==> src/rtl/sd_cmd_pkg.sv <==
package sd_cmd_pkg;

  //////////////////////////////
  // types

  typedef enum logic [1:0] {
    RSP_NONE  = 2'd0,
    RSP_LONG  = 2'd1,  // 136 bit response (R2)
    RSP_SHORT = 2'd2   // 48 bit response
  } rsp_type_e;

  typedef enum logic [2:0] {
    READY,
    WRITE_CMD,
    BUS_SWITCH,    // two sd clocks of turnaround before listening
    READ_RSP,
    RSP_RECEIVED   // N_RC idle clocks before the next command
  } cmd_seq_state_e;

  //////////////////////////////
  // bus timing

  localparam int unsigned CMD_BITS      = 48;
  localparam int unsigned LONG_RSP_BITS = 136;
  localparam int unsigned NCR_TIMEOUT   = 64;  // sd clocks until a missing response is flagged
  localparam int unsigned N_RC          = 8;

  //////////////////////////////
  // crc7, x^7 + x^3 + 1, msb first

  function automatic logic [6:0] crc7_next(input logic [6:0] crc, input logic din);
    logic fb;
    fb = din ^ crc[6];
    return {crc[5:3], crc[2] ^ fb, crc[1:0], fb};
  endfunction

endpackage

==> src/rtl/sd_cmd_ifs.sv <==
`timescale 1ns/1ps

// sequencer to command writer
interface cmd_tx_if;
  logic        start;     // one clk_i cycle, on clk_en_p
  logic [5:0]  index;
  logic [31:0] argument;
  logic        done;      // after the end bit went out

  modport sequencer (output start, output index, output argument, input done);
  modport writer (input start, input index, input argument, output done);
endinterface

// sequencer to response reader
interface rsp_rx_if;
  logic         listen;      // level, hunt for a start bit while high
  logic         long_rsp;
  logic         receiving;
  logic         valid;       // one cycle strobe
  logic         end_bit_err;
  logic         crc_ok;
  logic [119:0] data;        // short: bits 39:8 in [31:0], long: bits 127:8

  modport sequencer (
    output listen, output long_rsp,
    input  receiving, input valid, input end_bit_err, input crc_ok, input data
  );
  modport reader (
    input  listen, input long_rsp,
    output receiving, output valid, output end_bit_err, output crc_ok, output data
  );
endinterface

==> src/rtl/sd_clk_gen.sv <==
`timescale 1ns/1ps

module sd_clk_gen #(
  parameter int unsigned CLK_DIV = 2  // clk_i cycles per sd clock half period
) (
  input  logic clk_i,
  input  logic rst_ni,
  output logic sd_clk_o,
  output logic clk_en_p_o   // high in the cycle before sd_clk_o rises
);

  localparam int unsigned CNT_W = (CLK_DIV > 1) ? $clog2(CLK_DIV) : 1;

  logic [CNT_W-1:0] div_cnt_q;
  logic             sd_clk_q;
  logic             half_end;

  assign half_end = (div_cnt_q == CNT_W'(CLK_DIV - 1));

  always_ff @(posedge clk_i) begin
    if (!rst_ni) begin
      div_cnt_q <= '0;
      sd_clk_q  <= 1'b0;
    end else if (half_end) begin
      div_cnt_q <= '0;
      sd_clk_q  <= ~sd_clk_q;  // toggle once per half period
    end else begin
      div_cnt_q <= div_cnt_q + 1'b1;
    end
  end

  assign sd_clk_o   = sd_clk_q;
  assign clk_en_p_o = half_end & ~sd_clk_q;  // next toggle is a rising edge

  // even with CLK_DIV = 1 the strobe must leave a gap
  a_en_p_single: assert property (@(posedge clk_i) disable iff (!rst_ni)
    clk_en_p_o |=> !clk_en_p_o);

endmodule

==> src/rtl/sd_cmd_top.sv <==
`timescale 1ns/1ps

module sd_cmd_top import sd_cmd_pkg::*; #(
  parameter int unsigned CLK_DIV = 2
) (
  input  logic         clk_i,
  input  logic         rst_ni,
  input  logic         cmd_start_i,
  input  logic [5:0]   cmd_index_i,
  input  logic [31:0]  cmd_arg_i,
  input  rsp_type_e    rsp_type_i,
  input  logic         crc_check_i,
  input  logic         index_check_i,
  output logic         busy_o,
  output logic         done_o,
  output logic [119:0] rsp_o,
  output logic         err_timeout_o,
  output logic         err_crc_o,
  output logic         err_end_bit_o,
  output logic         err_index_o,
  output logic         sd_clk_o,
  input  logic         sd_cmd_i,
  output logic         sd_cmd_o,
  output logic         sd_cmd_en_o
);

  logic clk_en_p;

  cmd_tx_if tx_if ();
  rsp_rx_if rx_if ();

  sd_clk_gen #(
    .CLK_DIV (CLK_DIV)
  ) i_sd_clk_gen (
    .clk_i      (clk_i),
    .rst_ni     (rst_ni),
    .sd_clk_o   (sd_clk_o),
    .clk_en_p_o (clk_en_p)
  );

  sd_cmd_write i_cmd_write (
    .clk_i      (clk_i),
    .rst_ni     (rst_ni),
    .clk_en_p_i (clk_en_p),
    .tx         (tx_if.writer),
    .cmd_o      (sd_cmd_o),
    .cmd_en_o   (sd_cmd_en_o)
  );

  sd_rsp_read i_rsp_read (
    .clk_i      (clk_i),
    .rst_ni     (rst_ni),
    .clk_en_p_i (clk_en_p),
    .cmd_i      (sd_cmd_i),
    .rx         (rx_if.reader)
  );

  sd_cmd_wrap i_cmd_wrap (
    .clk_i         (clk_i),
    .rst_ni        (rst_ni),
    .clk_en_p_i    (clk_en_p),
    .cmd_start_i   (cmd_start_i),
    .cmd_index_i   (cmd_index_i),
    .cmd_arg_i     (cmd_arg_i),
    .rsp_type_i    (rsp_type_i),
    .crc_check_i   (crc_check_i),
    .index_check_i (index_check_i),
    .tx            (tx_if.sequencer),
    .rx            (rx_if.sequencer),
    .busy_o        (busy_o),
    .done_o        (done_o),
    .rsp_o         (rsp_o),
    .err_timeout_o (err_timeout_o),
    .err_crc_o     (err_crc_o),
    .err_end_bit_o (err_end_bit_o),
    .err_index_o   (err_index_o)
  );

endmodule

==> src/rtl/sd_cmd_wrap.sv <==
`timescale 1ns/1ps

module sd_cmd_wrap import sd_cmd_pkg::*; (
  input  logic              clk_i,
  input  logic              rst_ni,
  input  logic              clk_en_p_i,
  input  logic              cmd_start_i,
  input  logic [5:0]        cmd_index_i,
  input  logic [31:0]       cmd_arg_i,
  input  rsp_type_e         rsp_type_i,
  input  logic              crc_check_i,
  input  logic              index_check_i,
  cmd_tx_if.sequencer       tx,
  rsp_rx_if.sequencer       rx,
  output logic              busy_o,
  output logic              done_o,
  output logic [119:0]      rsp_o,
  output logic              err_timeout_o,
  output logic              err_crc_o,
  output logic              err_end_bit_o,
  output logic              err_index_o
);

  cmd_seq_state_e state_q, state_d;

  logic [5:0]   cnt_q;          // ncr timeout and n_rc wait
  logic         timeout;
  logic         accept;
  logic         pend_q;         // accepted, writer not started yet
  logic         busy_q, done_q;
  logic [5:0]   index_q;
  logic [31:0]  arg_q;
  rsp_type_e    type_q;
  logic         crc_check_q, index_check_q;
  logic         err_to_q, err_crc_q, err_end_q, err_idx_q;
  logic [119:0] rsp_q;
  logic         rsp_end;        // leaving READ_RSP this strobe

  assign accept  = cmd_start_i & ~busy_q;
  assign rsp_end = (state_q == READ_RSP) && (state_d == RSP_RECEIVED);

  //////////////////////////////
  // state machine

  always_comb begin
    state_d = state_q;
    timeout = 1'b0;
    unique case (state_q)
      READY:        if (pend_q) state_d = WRITE_CMD;
      WRITE_CMD:    if (tx.done) state_d = (type_q == RSP_NONE) ? RSP_RECEIVED : BUS_SWITCH;
      BUS_SWITCH:   if (cnt_q == 6'd1) state_d = READ_RSP;
      READ_RSP: begin
        if (rx.valid) begin
          state_d = RSP_RECEIVED;
        end else if (!rx.receiving && cnt_q == 6'(NCR_TIMEOUT - 2)) begin
          timeout = 1'b1;  // no start bit within NCR
          state_d = RSP_RECEIVED;
        end
      end
      RSP_RECEIVED: if (cnt_q == 6'(N_RC - 1)) state_d = READY;
      default:      state_d = READY;
    endcase
  end

  always_ff @(posedge clk_i) begin
    if (!rst_ni) begin
      state_q <= READY;
      cnt_q   <= '0;
    end else if (clk_en_p_i) begin
      state_q <= state_d;
      if (state_d != state_q || (state_q == READ_RSP && rx.receiving)) cnt_q <= '0;
      else cnt_q <= cnt_q + 6'd1;
    end
  end

  //////////////////////////////
  // request and result

  always_ff @(posedge clk_i) begin
    if (!rst_ni) begin
      pend_q    <= 1'b0;
      busy_q    <= 1'b0;
      done_q    <= 1'b0;
      err_to_q  <= 1'b0;
      err_crc_q <= 1'b0;
      err_end_q <= 1'b0;
      err_idx_q <= 1'b0;
    end else begin
      done_q <= 1'b0;
      if (accept) begin
        busy_q    <= 1'b1;
        pend_q    <= 1'b1;
        err_to_q  <= 1'b0;
        err_crc_q <= 1'b0;
        err_end_q <= 1'b0;
        err_idx_q <= 1'b0;
      end
      if (tx.start) pend_q <= 1'b0;
      if (clk_en_p_i && rsp_end) begin
        err_to_q  <= timeout;
        err_crc_q <= rx.valid & crc_check_q & ~rx.crc_ok;
        err_end_q <= rx.valid & rx.end_bit_err;
        err_idx_q <= rx.valid & index_check_q & (type_q == RSP_SHORT) &
                     (rx.data[37:32] != index_q);
      end
      if (clk_en_p_i && state_q == RSP_RECEIVED && state_d == READY) begin
        done_q <= 1'b1;
        busy_q <= 1'b0;
      end
    end
  end

  always_ff @(posedge clk_i) begin
    if (accept) begin
      index_q       <= cmd_index_i;
      arg_q         <= cmd_arg_i;
      type_q        <= rsp_type_i;
      crc_check_q   <= crc_check_i;
      index_check_q <= index_check_i;
      rsp_q         <= '0;  // stays zero for RSP_NONE and timeouts
    end else if (clk_en_p_i && rsp_end && rx.valid) begin
      rsp_q <= (type_q == RSP_LONG) ? rx.data : {88'h0, rx.data[31:0]};
    end
  end

  assign tx.start    = clk_en_p_i & pend_q;
  assign tx.index    = index_q;
  assign tx.argument = arg_q;
  assign rx.listen   = (state_q == BUS_SWITCH) || (state_q == READ_RSP);
  assign rx.long_rsp = (type_q == RSP_LONG);

  assign busy_o        = busy_q;
  assign done_o        = done_q;
  assign rsp_o         = rsp_q;
  assign err_timeout_o = err_to_q;
  assign err_crc_o     = err_crc_q;
  assign err_end_bit_o = err_end_q;
  assign err_index_o   = err_idx_q;

  // writer has no back-pressure, a start must land in an idle sequencer
  a_start_ready: assert property (@(posedge clk_i) disable iff (!rst_ni)
    tx.start |-> (state_q == READY));

endmodule

==> src/rtl/sd_cmd_write.sv <==
`timescale 1ns/1ps

module sd_cmd_write import sd_cmd_pkg::*; (
  input  logic     clk_i,
  input  logic     rst_ni,
  input  logic     clk_en_p_i,
  cmd_tx_if.writer tx,
  output logic     cmd_o,
  output logic     cmd_en_o
);

  localparam int unsigned CRC_START = CMD_BITS - 8;  // first crc bit position

  logic [CMD_BITS-1:0] sr_q;       // frame, msb goes out first
  logic [5:0]          bit_cnt_q;
  logic [6:0]          crc_q;
  logic [6:0]          crc_d;
  logic                active_q;
  logic                tail_q;     // end bit is on the line
  logic                cmd_q;
  logic                cmd_en_q;

  assign crc_d = crc7_next(crc_q, sr_q[CMD_BITS-1]);

  //////////////////////////////
  // control

  always_ff @(posedge clk_i) begin
    if (!rst_ni) begin
      active_q  <= 1'b0;
      tail_q    <= 1'b0;
      cmd_q     <= 1'b1;
      cmd_en_q  <= 1'b0;
      bit_cnt_q <= '0;
      crc_q     <= '0;
    end else if (clk_en_p_i) begin
      tail_q <= 1'b0;
      if (tx.start) begin
        active_q  <= 1'b1;
        bit_cnt_q <= '0;
        crc_q     <= '0;
      end else if (active_q) begin
        cmd_q     <= sr_q[CMD_BITS-1];
        cmd_en_q  <= 1'b1;
        bit_cnt_q <= bit_cnt_q + 6'd1;
        if (bit_cnt_q < CRC_START) crc_q <= crc_d;  // crc over start..argument
        if (bit_cnt_q == 6'(CMD_BITS - 1)) begin
          active_q <= 1'b0;
          tail_q   <= 1'b1;
        end
      end else begin
        cmd_q    <= 1'b1;  // release, line idles high
        cmd_en_q <= 1'b0;
      end
    end
  end

  //////////////////////////////
  // shift register

  always_ff @(posedge clk_i) begin
    if (clk_en_p_i) begin
      if (tx.start) begin
        sr_q <= {1'b0, 1'b1, tx.index, tx.argument, 7'h00, 1'b1};
      end else if (active_q) begin
        if (bit_cnt_q == 6'(CRC_START - 1)) begin
          // last argument bit leaves now, crc and end bit follow
          sr_q <= {crc_d, 1'b1, {(CMD_BITS - 8){1'b1}}};
        end else begin
          sr_q <= {sr_q[CMD_BITS-2:0], 1'b1};
        end
      end
    end
  end

  assign cmd_o    = cmd_q;
  assign cmd_en_o = cmd_en_q;
  assign tx.done  = tail_q & clk_en_p_i;

endmodule

==> src/rtl/sd_rsp_read.sv <==
`timescale 1ns/1ps

module sd_rsp_read import sd_cmd_pkg::*; (
  input  logic     clk_i,
  input  logic     rst_ni,
  input  logic     clk_en_p_i,
  input  logic     cmd_i,
  rsp_rx_if.reader rx
);

  logic [7:0]   bit_cnt_q;    // position in the frame, start bit is 0
  logic [7:0]   frame_len;
  logic         receiving_q;
  logic         fin_q;        // frame complete, valid goes out next strobe
  logic [6:0]   crc_q;        // computed
  logic [6:0]   crc_rx_q;     // received
  logic [119:0] sh_q;
  logic         end_err_q;
  logic         crc_ok_q;
  logic         in_body;
  logic         in_crc_span;
  logic         is_end;
  logic         start_seen;

  assign frame_len = rx.long_rsp ? 8'(LONG_RSP_BITS) : 8'(CMD_BITS);
  assign in_body   = bit_cnt_q < (frame_len - 8'd8);
  assign is_end    = bit_cnt_q == (frame_len - 8'd1);

  // long responses skip start, direction and the 6 check bits
  assign in_crc_span = in_body && (!rx.long_rsp || bit_cnt_q >= 8'd8);

  assign start_seen = rx.listen && !receiving_q && !fin_q && !cmd_i;

  //////////////////////////////
  // control

  always_ff @(posedge clk_i) begin
    if (!rst_ni) begin
      receiving_q <= 1'b0;
      fin_q       <= 1'b0;
      bit_cnt_q   <= '0;
      crc_q       <= '0;
      end_err_q   <= 1'b0;
      crc_ok_q    <= 1'b0;
    end else if (clk_en_p_i) begin
      fin_q <= 1'b0;
      if (!rx.listen) begin
        receiving_q <= 1'b0;
      end else if (receiving_q) begin
        bit_cnt_q <= bit_cnt_q + 8'd1;
        if (in_crc_span) crc_q <= crc7_next(crc_q, cmd_i);
        if (is_end) begin
          receiving_q <= 1'b0;
          fin_q       <= 1'b1;
          end_err_q   <= ~cmd_i;
          crc_ok_q    <= (crc_rx_q == crc_q);
        end
      end else if (start_seen) begin
        receiving_q <= 1'b1;
        bit_cnt_q   <= 8'd1;
        crc_q       <= '0;  // a zero start bit leaves the crc at zero
      end
    end
  end

  //////////////////////////////
  // payload

  always_ff @(posedge clk_i) begin
    if (clk_en_p_i) begin
      if (start_seen) begin
        sh_q <= '0;
      end else if (rx.listen && receiving_q) begin
        if (in_body) begin
          sh_q <= {sh_q[118:0], cmd_i};  // older bits fall off the top for R2
        end else if (!is_end) begin
          crc_rx_q <= {crc_rx_q[5:0], cmd_i};
        end
      end
    end
  end

  assign rx.receiving   = receiving_q;
  assign rx.valid       = fin_q & clk_en_p_i;
  assign rx.end_bit_err = end_err_q;
  assign rx.crc_ok      = crc_ok_q;
  assign rx.data        = sh_q;

  // the sequencer must still be listening when the result arrives
  a_valid_listen: assert property (@(posedge clk_i) disable iff (!rst_ni)
    rx.valid |-> rx.listen);

endmodule

==> config.mk <==
export PLATFORM = sky130hd
export DESIGN_NAME = sd_cmd_top
export DESIGN_NICKNAME = d
export VERILOG_FILES = /design/src/rtl/sd_cmd_pkg.sv /design/src/rtl/sd_cmd_ifs.sv /design/src/rtl/sd_clk_gen.sv /design/src/rtl/sd_cmd_top.sv /design/src/rtl/sd_cmd_wrap.sv /design/src/rtl/sd_cmd_write.sv /design/src/rtl/sd_rsp_read.sv
export SDC_FILE = /design/constraint.sdc
export NUM_CORES = 1
export LEC_CHECK = 0
export ABC_AREA = 0
export BUFFER_PORTS_ARGS = -buffer_cell sky130_fd_sc_hd__buf_2
export CAP_MARGIN = 10
export CELL_PAD_IN_SITES_DETAIL_PLACEMENT = 1
export CELL_PAD_IN_SITES_GLOBAL_PLACEMENT = 1
export CORE_MARGIN = 2
export CORE_UTILIZATION = 43
export CTS_BUF_LIST = sky130_fd_sc_hd__clkbuf_8
export DETAILED_ROUTE_END_ITERATION = 8
export PLACE_DENSITY = 0.76
export RECOVER_POWER = 25
export SLEW_MARGIN = 20
export SYNTH_ARGS = -nofsm -noshare
export SYNTH_HDL_FRONTEND = slang
export SYNTH_HIERARCHICAL = 1
export SYNTH_SLANG_ARGS = --single-unit
==> constraint.sdc <==
create_clock -name clk_i -period 6.8 [get_ports clk_i]
set_input_delay 0.68 -clock clk_i [delete_from_list [all_inputs] [get_ports clk_i]]
set_output_delay 0.68 -clock clk_i [all_outputs]
set_load 0.03 [all_outputs]
==> summary.txt, run 1 <==
IO Pins: 175
Final ANT Viol Nets: 0
max-slew violation count: 134
Avg Inst Size Synth: 11.2 um^2
leakage dissipation: 6.36 nW
Post-Syn Area: 15200 um^2
vias in the first global route: 10.9k
CTS tree: yes
Slew @ Worst Pin: 2.12 ns
DR vias: 10.6k
status: finished with violations
clk root buf: clkbuf_8
Synthesis Warnings: 6
minimum clock period: 4.95 ns
FMAX: 202 MHz
count of maximum capacitance violations: 3
Slew Limit Headroom: -0.416
switching part of the total: 0.226
Fin. Hold Viols: 0
Fin Hold WS: 0.195 ns
CP startpoint kind: register
Max FO, Critical Path: 75
layout cells sized above 1: 0.153
TritonRoute pass-1 iters: 5
Routed WL: 36.8 mm
residual DRC count: 0
Initial Utilization: 0.439
GRT Util Overall: 0.197
largest net degree at the start of global routing: 97
Worst EP arrival: 5.21 ns
post-synthesis cell type count: 69
Yosys top cell by area: edfxtp_1
first-pass GRT wire length: 57.6 mm
pwr/cell area: 261 nW/um^2
reg2reg start: i_cmd_wrap/state_q[1]
Final nets: 1572
Clock Path Buffers: 3
worst min path class: primary input to register
WL/cell: 18.1 um
Switch Pwr: 0.00103 W
CTS Hold Bufs: 0
final setup vio count: 0
overall die width: 192 um
WP data required: 7.06 ns
syn nets: 1412
Setup crit end: i_rsp_read/rx.data[46]
DRT iter0 DRCs: 543
setup TNS: 0 ns
Pint: 0.00353 W
Post-synth ARST share: 0
H-tree depth: 2
Synth Register Bits: 390
CTS Buf Count: 61
top cell type's share of synthesized area: 0.426
Worst IR Drop VDD: 0.170 mV
Crit Path Class: register to register
critical path capture point type: register
routability congestion estimate: 0.774
HPWL after detailed placement: 22.4 mm
clock-pin slew on the worst setup and hold paths: 0.06 ns
EDFF count, synth: 216
Die H: 192 um
sequential area share after synthesis: 0.655
Reg2Reg Depth: 7
FF-to-FF setup slack: 1.85 ns
Top FF cell, synth: edfxtp_1
largest cells by area after synthesis: edfxtp_1 (43%), dfxtp_1 (23%), nand2_1 (5.9%)
final period utilization: 0.728
cts repair resizes: 0
power share of the clock group: 0.423
Vias/cell: 5.22
failing checks: capacitance limit, slew limit
crit path launch: i_cmd_wrap/state_q[1]
clock latency on the worst-skew pair: 0.68 ns
die area: 36900 um^2
initial antenna violation count: 1
post-CTS setup buffers: 0
RSZ-0062 raised after global routing: no
core footprint: 34700 um^2
Area growth, synth to finish: 14.9%
total gr overflow: 0
Sink Count: 390
sequential power share: 0.550
synthesized instance count: 1358
clk_skew: 0.0380 ns
logic gate share of total power: 0.027
Port Buffers: 174
r2r endpoint: i_rsp_read/rx.data[46]
Std-Cell Rows: 68
per-layer routing:
| layer | global-route usage | part of all wire | vias up |
|---|---|---|---|
| li1 | - | - | 5046 |
| met1 | 0.247 | 0.44 | 5283 |
| met2 | 0.341 | 0.49 | 201 |
| met3 | 0.0499 | 0.054 | 49 |
| met4 | 0.0470 | 0.015 | 2 |
| met5 | 0 | 0.00049 | - |
worst min-delay path by stage:
stage	from	end	slack, ns	depth (start not counted)
floorplan	i_cmd_write/tail_q	i_cmd_write/tail_q	0.44	2
global placement	i_cmd_wrap/rsp_o[32]	i_cmd_wrap/rsp_o[32]	0.44	2
global route	cmd_arg_i[27]	i_cmd_wrap/tx.argument[27]	0.14	1
CTS	cmd_arg_i[27]	i_cmd_wrap/tx.argument[27]	0.13	1
finish	cmd_arg_i[28]	i_cmd_wrap/tx.argument[28]	0.19	1
detailed placement	i_cmd_wrap/rsp_o[78]	i_cmd_wrap/rsp_o[78]	0.44	2
power by group through the flow:
stage	registers, W	clock network, W	logic (W)
3_5_place_dp	0.00256	0	0.000126
6_report	0.00251	0.00193	0.000124
5_1_grt	0.00251	0.00210	0.000137
4_1_cts	0.00251	0.00200	0.000128
3_3_place_gp	0.00256	0	0.000122
2_1_floorplan	0.00256	0	0.0000811
layout make-up:
cell class                      count  area, um^2
Antenna cell                        1        2.50
Timing Repair Buffer              186         895
Sequential cell                   390        9970
Clock inverter                     48         263
Inverter                            8        35.0
Tap cell                          455         569
Fill cell                        3824       17200
Clock buffer                       68         936
Multi-Input combinational cell    871        4810
flip-flops by register name, summed over array words and instances (netlist names), 2 cells and up:
signal / count
i_cmd_wrap/cnt_q: 6
i_cmd_wrap/rsp_o: 120
i_cmd_wrap/state_q: 3
i_cmd_wrap/tx.argument: 32
i_cmd_wrap/tx.index: 6
i_cmd_wrap/type_q: 2
i_cmd_write/bit_cnt_q: 6
i_cmd_write/crc_q: 7
i_cmd_write/sr_q: 47
i_rsp_read/bit_cnt_q: 8
i_rsp_read/crc_q: 7
i_rsp_read/crc_rx_q: 7
i_rsp_read/rx.data: 120
cells in the final DEF (no fill, tap or decap), types with 49 or more instances in the layout:
master,n
a21oi_1,124
buf_2,127
clkbuf_1,49
clkbuf_8,68
dfxtp_1,174
edfxtp_1,216
nand2_1,239
nand3_1,94
nor2_1,65
nor2b_1,132
synth_stat cells (4+ instances only):
cell type	number
a21boi_0	8
a21oi_1	124
a22oi_1	4
and2_1	11
and3_1	7
and4_1	6
buf_2	25
buf_4	9
buf_6	5
clkbuf_1	50
dfxtp_1	174
edfxtp_1	216
ha_1	8
inv_1	7
mux2i_1	16
nand2_1	239
nand2b_1	4
nand3_1	95
nand4_1	6
nand4b_1	5
nor2_1	67
nor2b_1	132
nor3_1	4
o211a_1	4
o21ai_0	24
o21ai_1	25
or4_1	4
xnor2_1	13
xor2_1	11
stage by stage:
step                       util  cell area, um^2  setup slack (ns)  power (W)  std cells
final                     0.504            17500              1.85    0.00456       2027
after CTS                 0.506            17600              2.70    0.00464       2026
after detailed placement  0.471            16400              2.72    0.00269       1910
after floorplan               -            15200              1.42    0.00264       1358
after global routing      0.504            17500              1.31    0.00475       2026
after global placement    0.471            16400              2.81    0.00268       1910
worst max-delay path: stages, from the launching register on:
cell      delay [ns]
dfxtp_1         0.45
nor2b_1         0.35
nor4b_4         0.27
clkbuf_1        1.54
nor3_1          0.32
nor2_4          0.19
buf_4           0.49
buf_4           0.88
cells by family after synthesis:
group / after synthesis / synth area share
and+or+nand+nor: 600 / 0.195
DFF: 390 / 0.655
AOI/OAI and AO/OA: 223 / 0.0888
buffers and inverters: 97 / 0.0307
xor gates and xnor gates: 24 / 0.0138
muxes: 16 / 0.0105
adders and majority gates: 8 / 0.00658
Note: power is estimated with default switching activity, not from simulation.
==> run 2: changes to the inputs <==
--- a/config.mk
+++ b/config.mk
@@ -11,10 +11,10 @@
 export CELL_PAD_IN_SITES_DETAIL_PLACEMENT = 1
 export CELL_PAD_IN_SITES_GLOBAL_PLACEMENT = 1
 export CORE_MARGIN = 2
-export CORE_UTILIZATION = 43
+export CORE_UTILIZATION = 48
 export CTS_BUF_LIST = sky130_fd_sc_hd__clkbuf_8
 export DETAILED_ROUTE_END_ITERATION = 8
-export PLACE_DENSITY = 0.76
+export PLACE_DENSITY = 0.81
 export RECOVER_POWER = 25
 export SLEW_MARGIN = 20
 export SYNTH_ARGS = -nofsm -noshare
==> constraint.sdc (replaced) <==
create_clock -name clk_i -period 4.7 [get_ports clk_i]
set_input_delay 0.47 -clock clk_i [delete_from_list [all_inputs] [get_ports clk_i]]
set_output_delay 0.47 -clock clk_i [all_outputs]
set_load 0.03 [all_outputs]
==> summary.txt, run 2 (same netlist as run 1, synthesis figures left out) <==
Fin Hold WS: 0.0675 ns (-0.127 ns)
Final ANT Viol Nets: 0 (unchanged)
worst min path class: primary input to register
Worst IR Drop VDD: 0.172 mV (+1.2%)
commonest cells after routing, fill and taps aside: nand2_1 (239), edfxtp_1 (216), dfxtp_1 (174)
initial antenna violation count: 1 (unchanged)
die area: 33200 um^2 (-10%)
first-pass GRT wire length: 61.5 mm (+6.8%)
failing checks: capacitance limit, slew limit
# fillers: 3470 (-9.3%)
Max FO, Critical Path: 71 (-5.3%)
H-tree depth: 3 (+1)
placed insts: 1857 (-2.8%)
final setup vio count: 0 (unchanged)
Slew Limit Headroom: -0.218 (+0.198)
Final nets: 1577 (+0.32%)
cts repair resizes: 0 (unchanged)
IO Pins: 175 (unchanged)
pwr/cell area: 388 nW/um^2 (+49%)
Initial Utilization: 0.485 (+0.0464)
WL/cell: 19.4 um (+6.7%)
CP startpoint kind: register
final period utilization: 0.766 (+0.0380)
GRT Util Overall: 0.233 (+0.0358)
Sink Count: 390 (unchanged)
layout cells sized above 1: 0.100 (-0.0525)
total gr overflow: 0 (unchanged)
setup TNS: 0 ns (unchanged)
clock latency on the worst-skew pair: 0.58 ns (-0.10 ns)
routability congestion estimate: 0.837 (+8.2%)
FMAX: 278 MHz (+38%)
Util after Layout: 0.556 (+0.0518)
clk_skew: 0.0362 ns (-0.00177 ns)
leakage dissipation: 5.99 nW (-5.7%)
Vias/cell: 5.45 (+4.4%)
Fin. Hold Viols: 0 (unchanged)
max-slew violation count: 49 (-63%)
WP data required: 4.88 ns (-2.18 ns)
CTS Hold Bufs: 0 (unchanged)
HPWL after detailed placement: 23.7 mm (+5.5%)
post-CTS setup buffers: 0 (unchanged)
DR vias: 10.8k (+1.9%)
Die H: 182 um (-5.2%)
critical path capture point type: register
clock-pin slew on the worst setup and hold paths: 0.06 ns (about the same)
Area growth, synth to finish: 14.6%
Antenna Cells: 0 (-1)
CTS Buf Count: 66 (+8.2%)
RSZ-0062 raised after global routing: no
largest net degree at the start of global routing: 121 (+25%)
Port Buffers: 174 (unchanged)
Routed WL: 38.3 mm (+4.2%)
vias in the first global route: 11.5k (+5.5%)
TritonRoute pass-1 iters: 4 (-1)
minimum clock period: 3.60 ns (-1.35 ns)
Slew @ Worst Pin: 1.83 ns (-0.298 ns)
Post-Layout Cell Count: 1978 (-2.4%)
total power: 0.00677 W (+48%)
Crit Path Class: register to register
count of maximum capacitance violations: 1 (-2)
most common cell after layout, fill and taps aside: nand2_1
CTS tree: yes
Std-Cell Rows: 65 (-4.4%)
Clock Path Buffers: 3 (unchanged)
overall die width: 182 um (-5.2%)
Worst EP arrival: 3.78 ns (-1.43 ns)
residual DRC count: 0 (unchanged)
clk root buf: clkbuf_8
core footprint: 31400 um^2 (-9.6%)
DRT iter0 DRCs: 701 (+29%)
status: finished with violations
run 2: layout make-up:
class                   count  area [um^2]  share of cell area
inverters                   8         36.3             0.00208
multi-input cells         871         4830               0.277
clock buffers              79         1090              0.0623
flip-flops and latches    390         9970               0.572
well taps                 402          503              0.0288
repair buffers            186          807              0.0463
clock inverters            42          208              0.0119
run 2: final timing paths:
| kind | from | to | slack, ns | cells past startpoint |
|---|---|---|---|---|
| min | cmd_arg_i[13] | i_cmd_wrap/tx.argument[13] | 0.07 | 1 |
| max reg2reg | i_cmd_wrap/state_q[1] | i_rsp_read/rx.data[23] | 1.10 | 6 |
| min reg2reg | i_cmd_wrap/rsp_o[74] | i_cmd_wrap/rsp_o[74] | 0.46 | 2 |
| max | i_cmd_wrap/state_q[1] | i_rsp_read/rx.data[23] | 1.10 | 6 |
run 2: worst max-delay path, cell delays in order (launching register included):
cell and delay (ns):
dfxtp_1 0.50, nor2b_4 0.27, nor4b_4 0.20, clkbuf_1 1.02
nor3_1 0.27, nor2_4 0.18, buf_4 0.74
run 2: through the flow:
stage,setup WS [ns],area (um^2)
global placement,1.66,16300
CTS,1.56,17600
floorplan,0.655,15200
global route,0.796,17400
finish,1.10,17400
detailed placement,1.57,16300
run 2: where the power goes:
part | total, W | switching [W] | internal (W) | leakage, nW
registers | 0.00364 | 0.0000197 | 0.00362 | 3.37
clock network | 0.00295 | 0.00137 | 0.00159 | 0.762
logic | 0.000181 | 0.000130 | 0.0000513 | 1.87
total | 0.00677 | 0.00152 | 0.00525 | 5.99
run 2: routing by layer:
metal  wire length [um]  track usage  vias up  share of wire
li1                   -            -     5057              -
met1              16300        0.293     5363           0.42
met2              19100        0.400      272           0.50
met3               1840       0.0491       86          0.048
met4               1070       0.0829        0          0.028
met5                  0            0        -              0
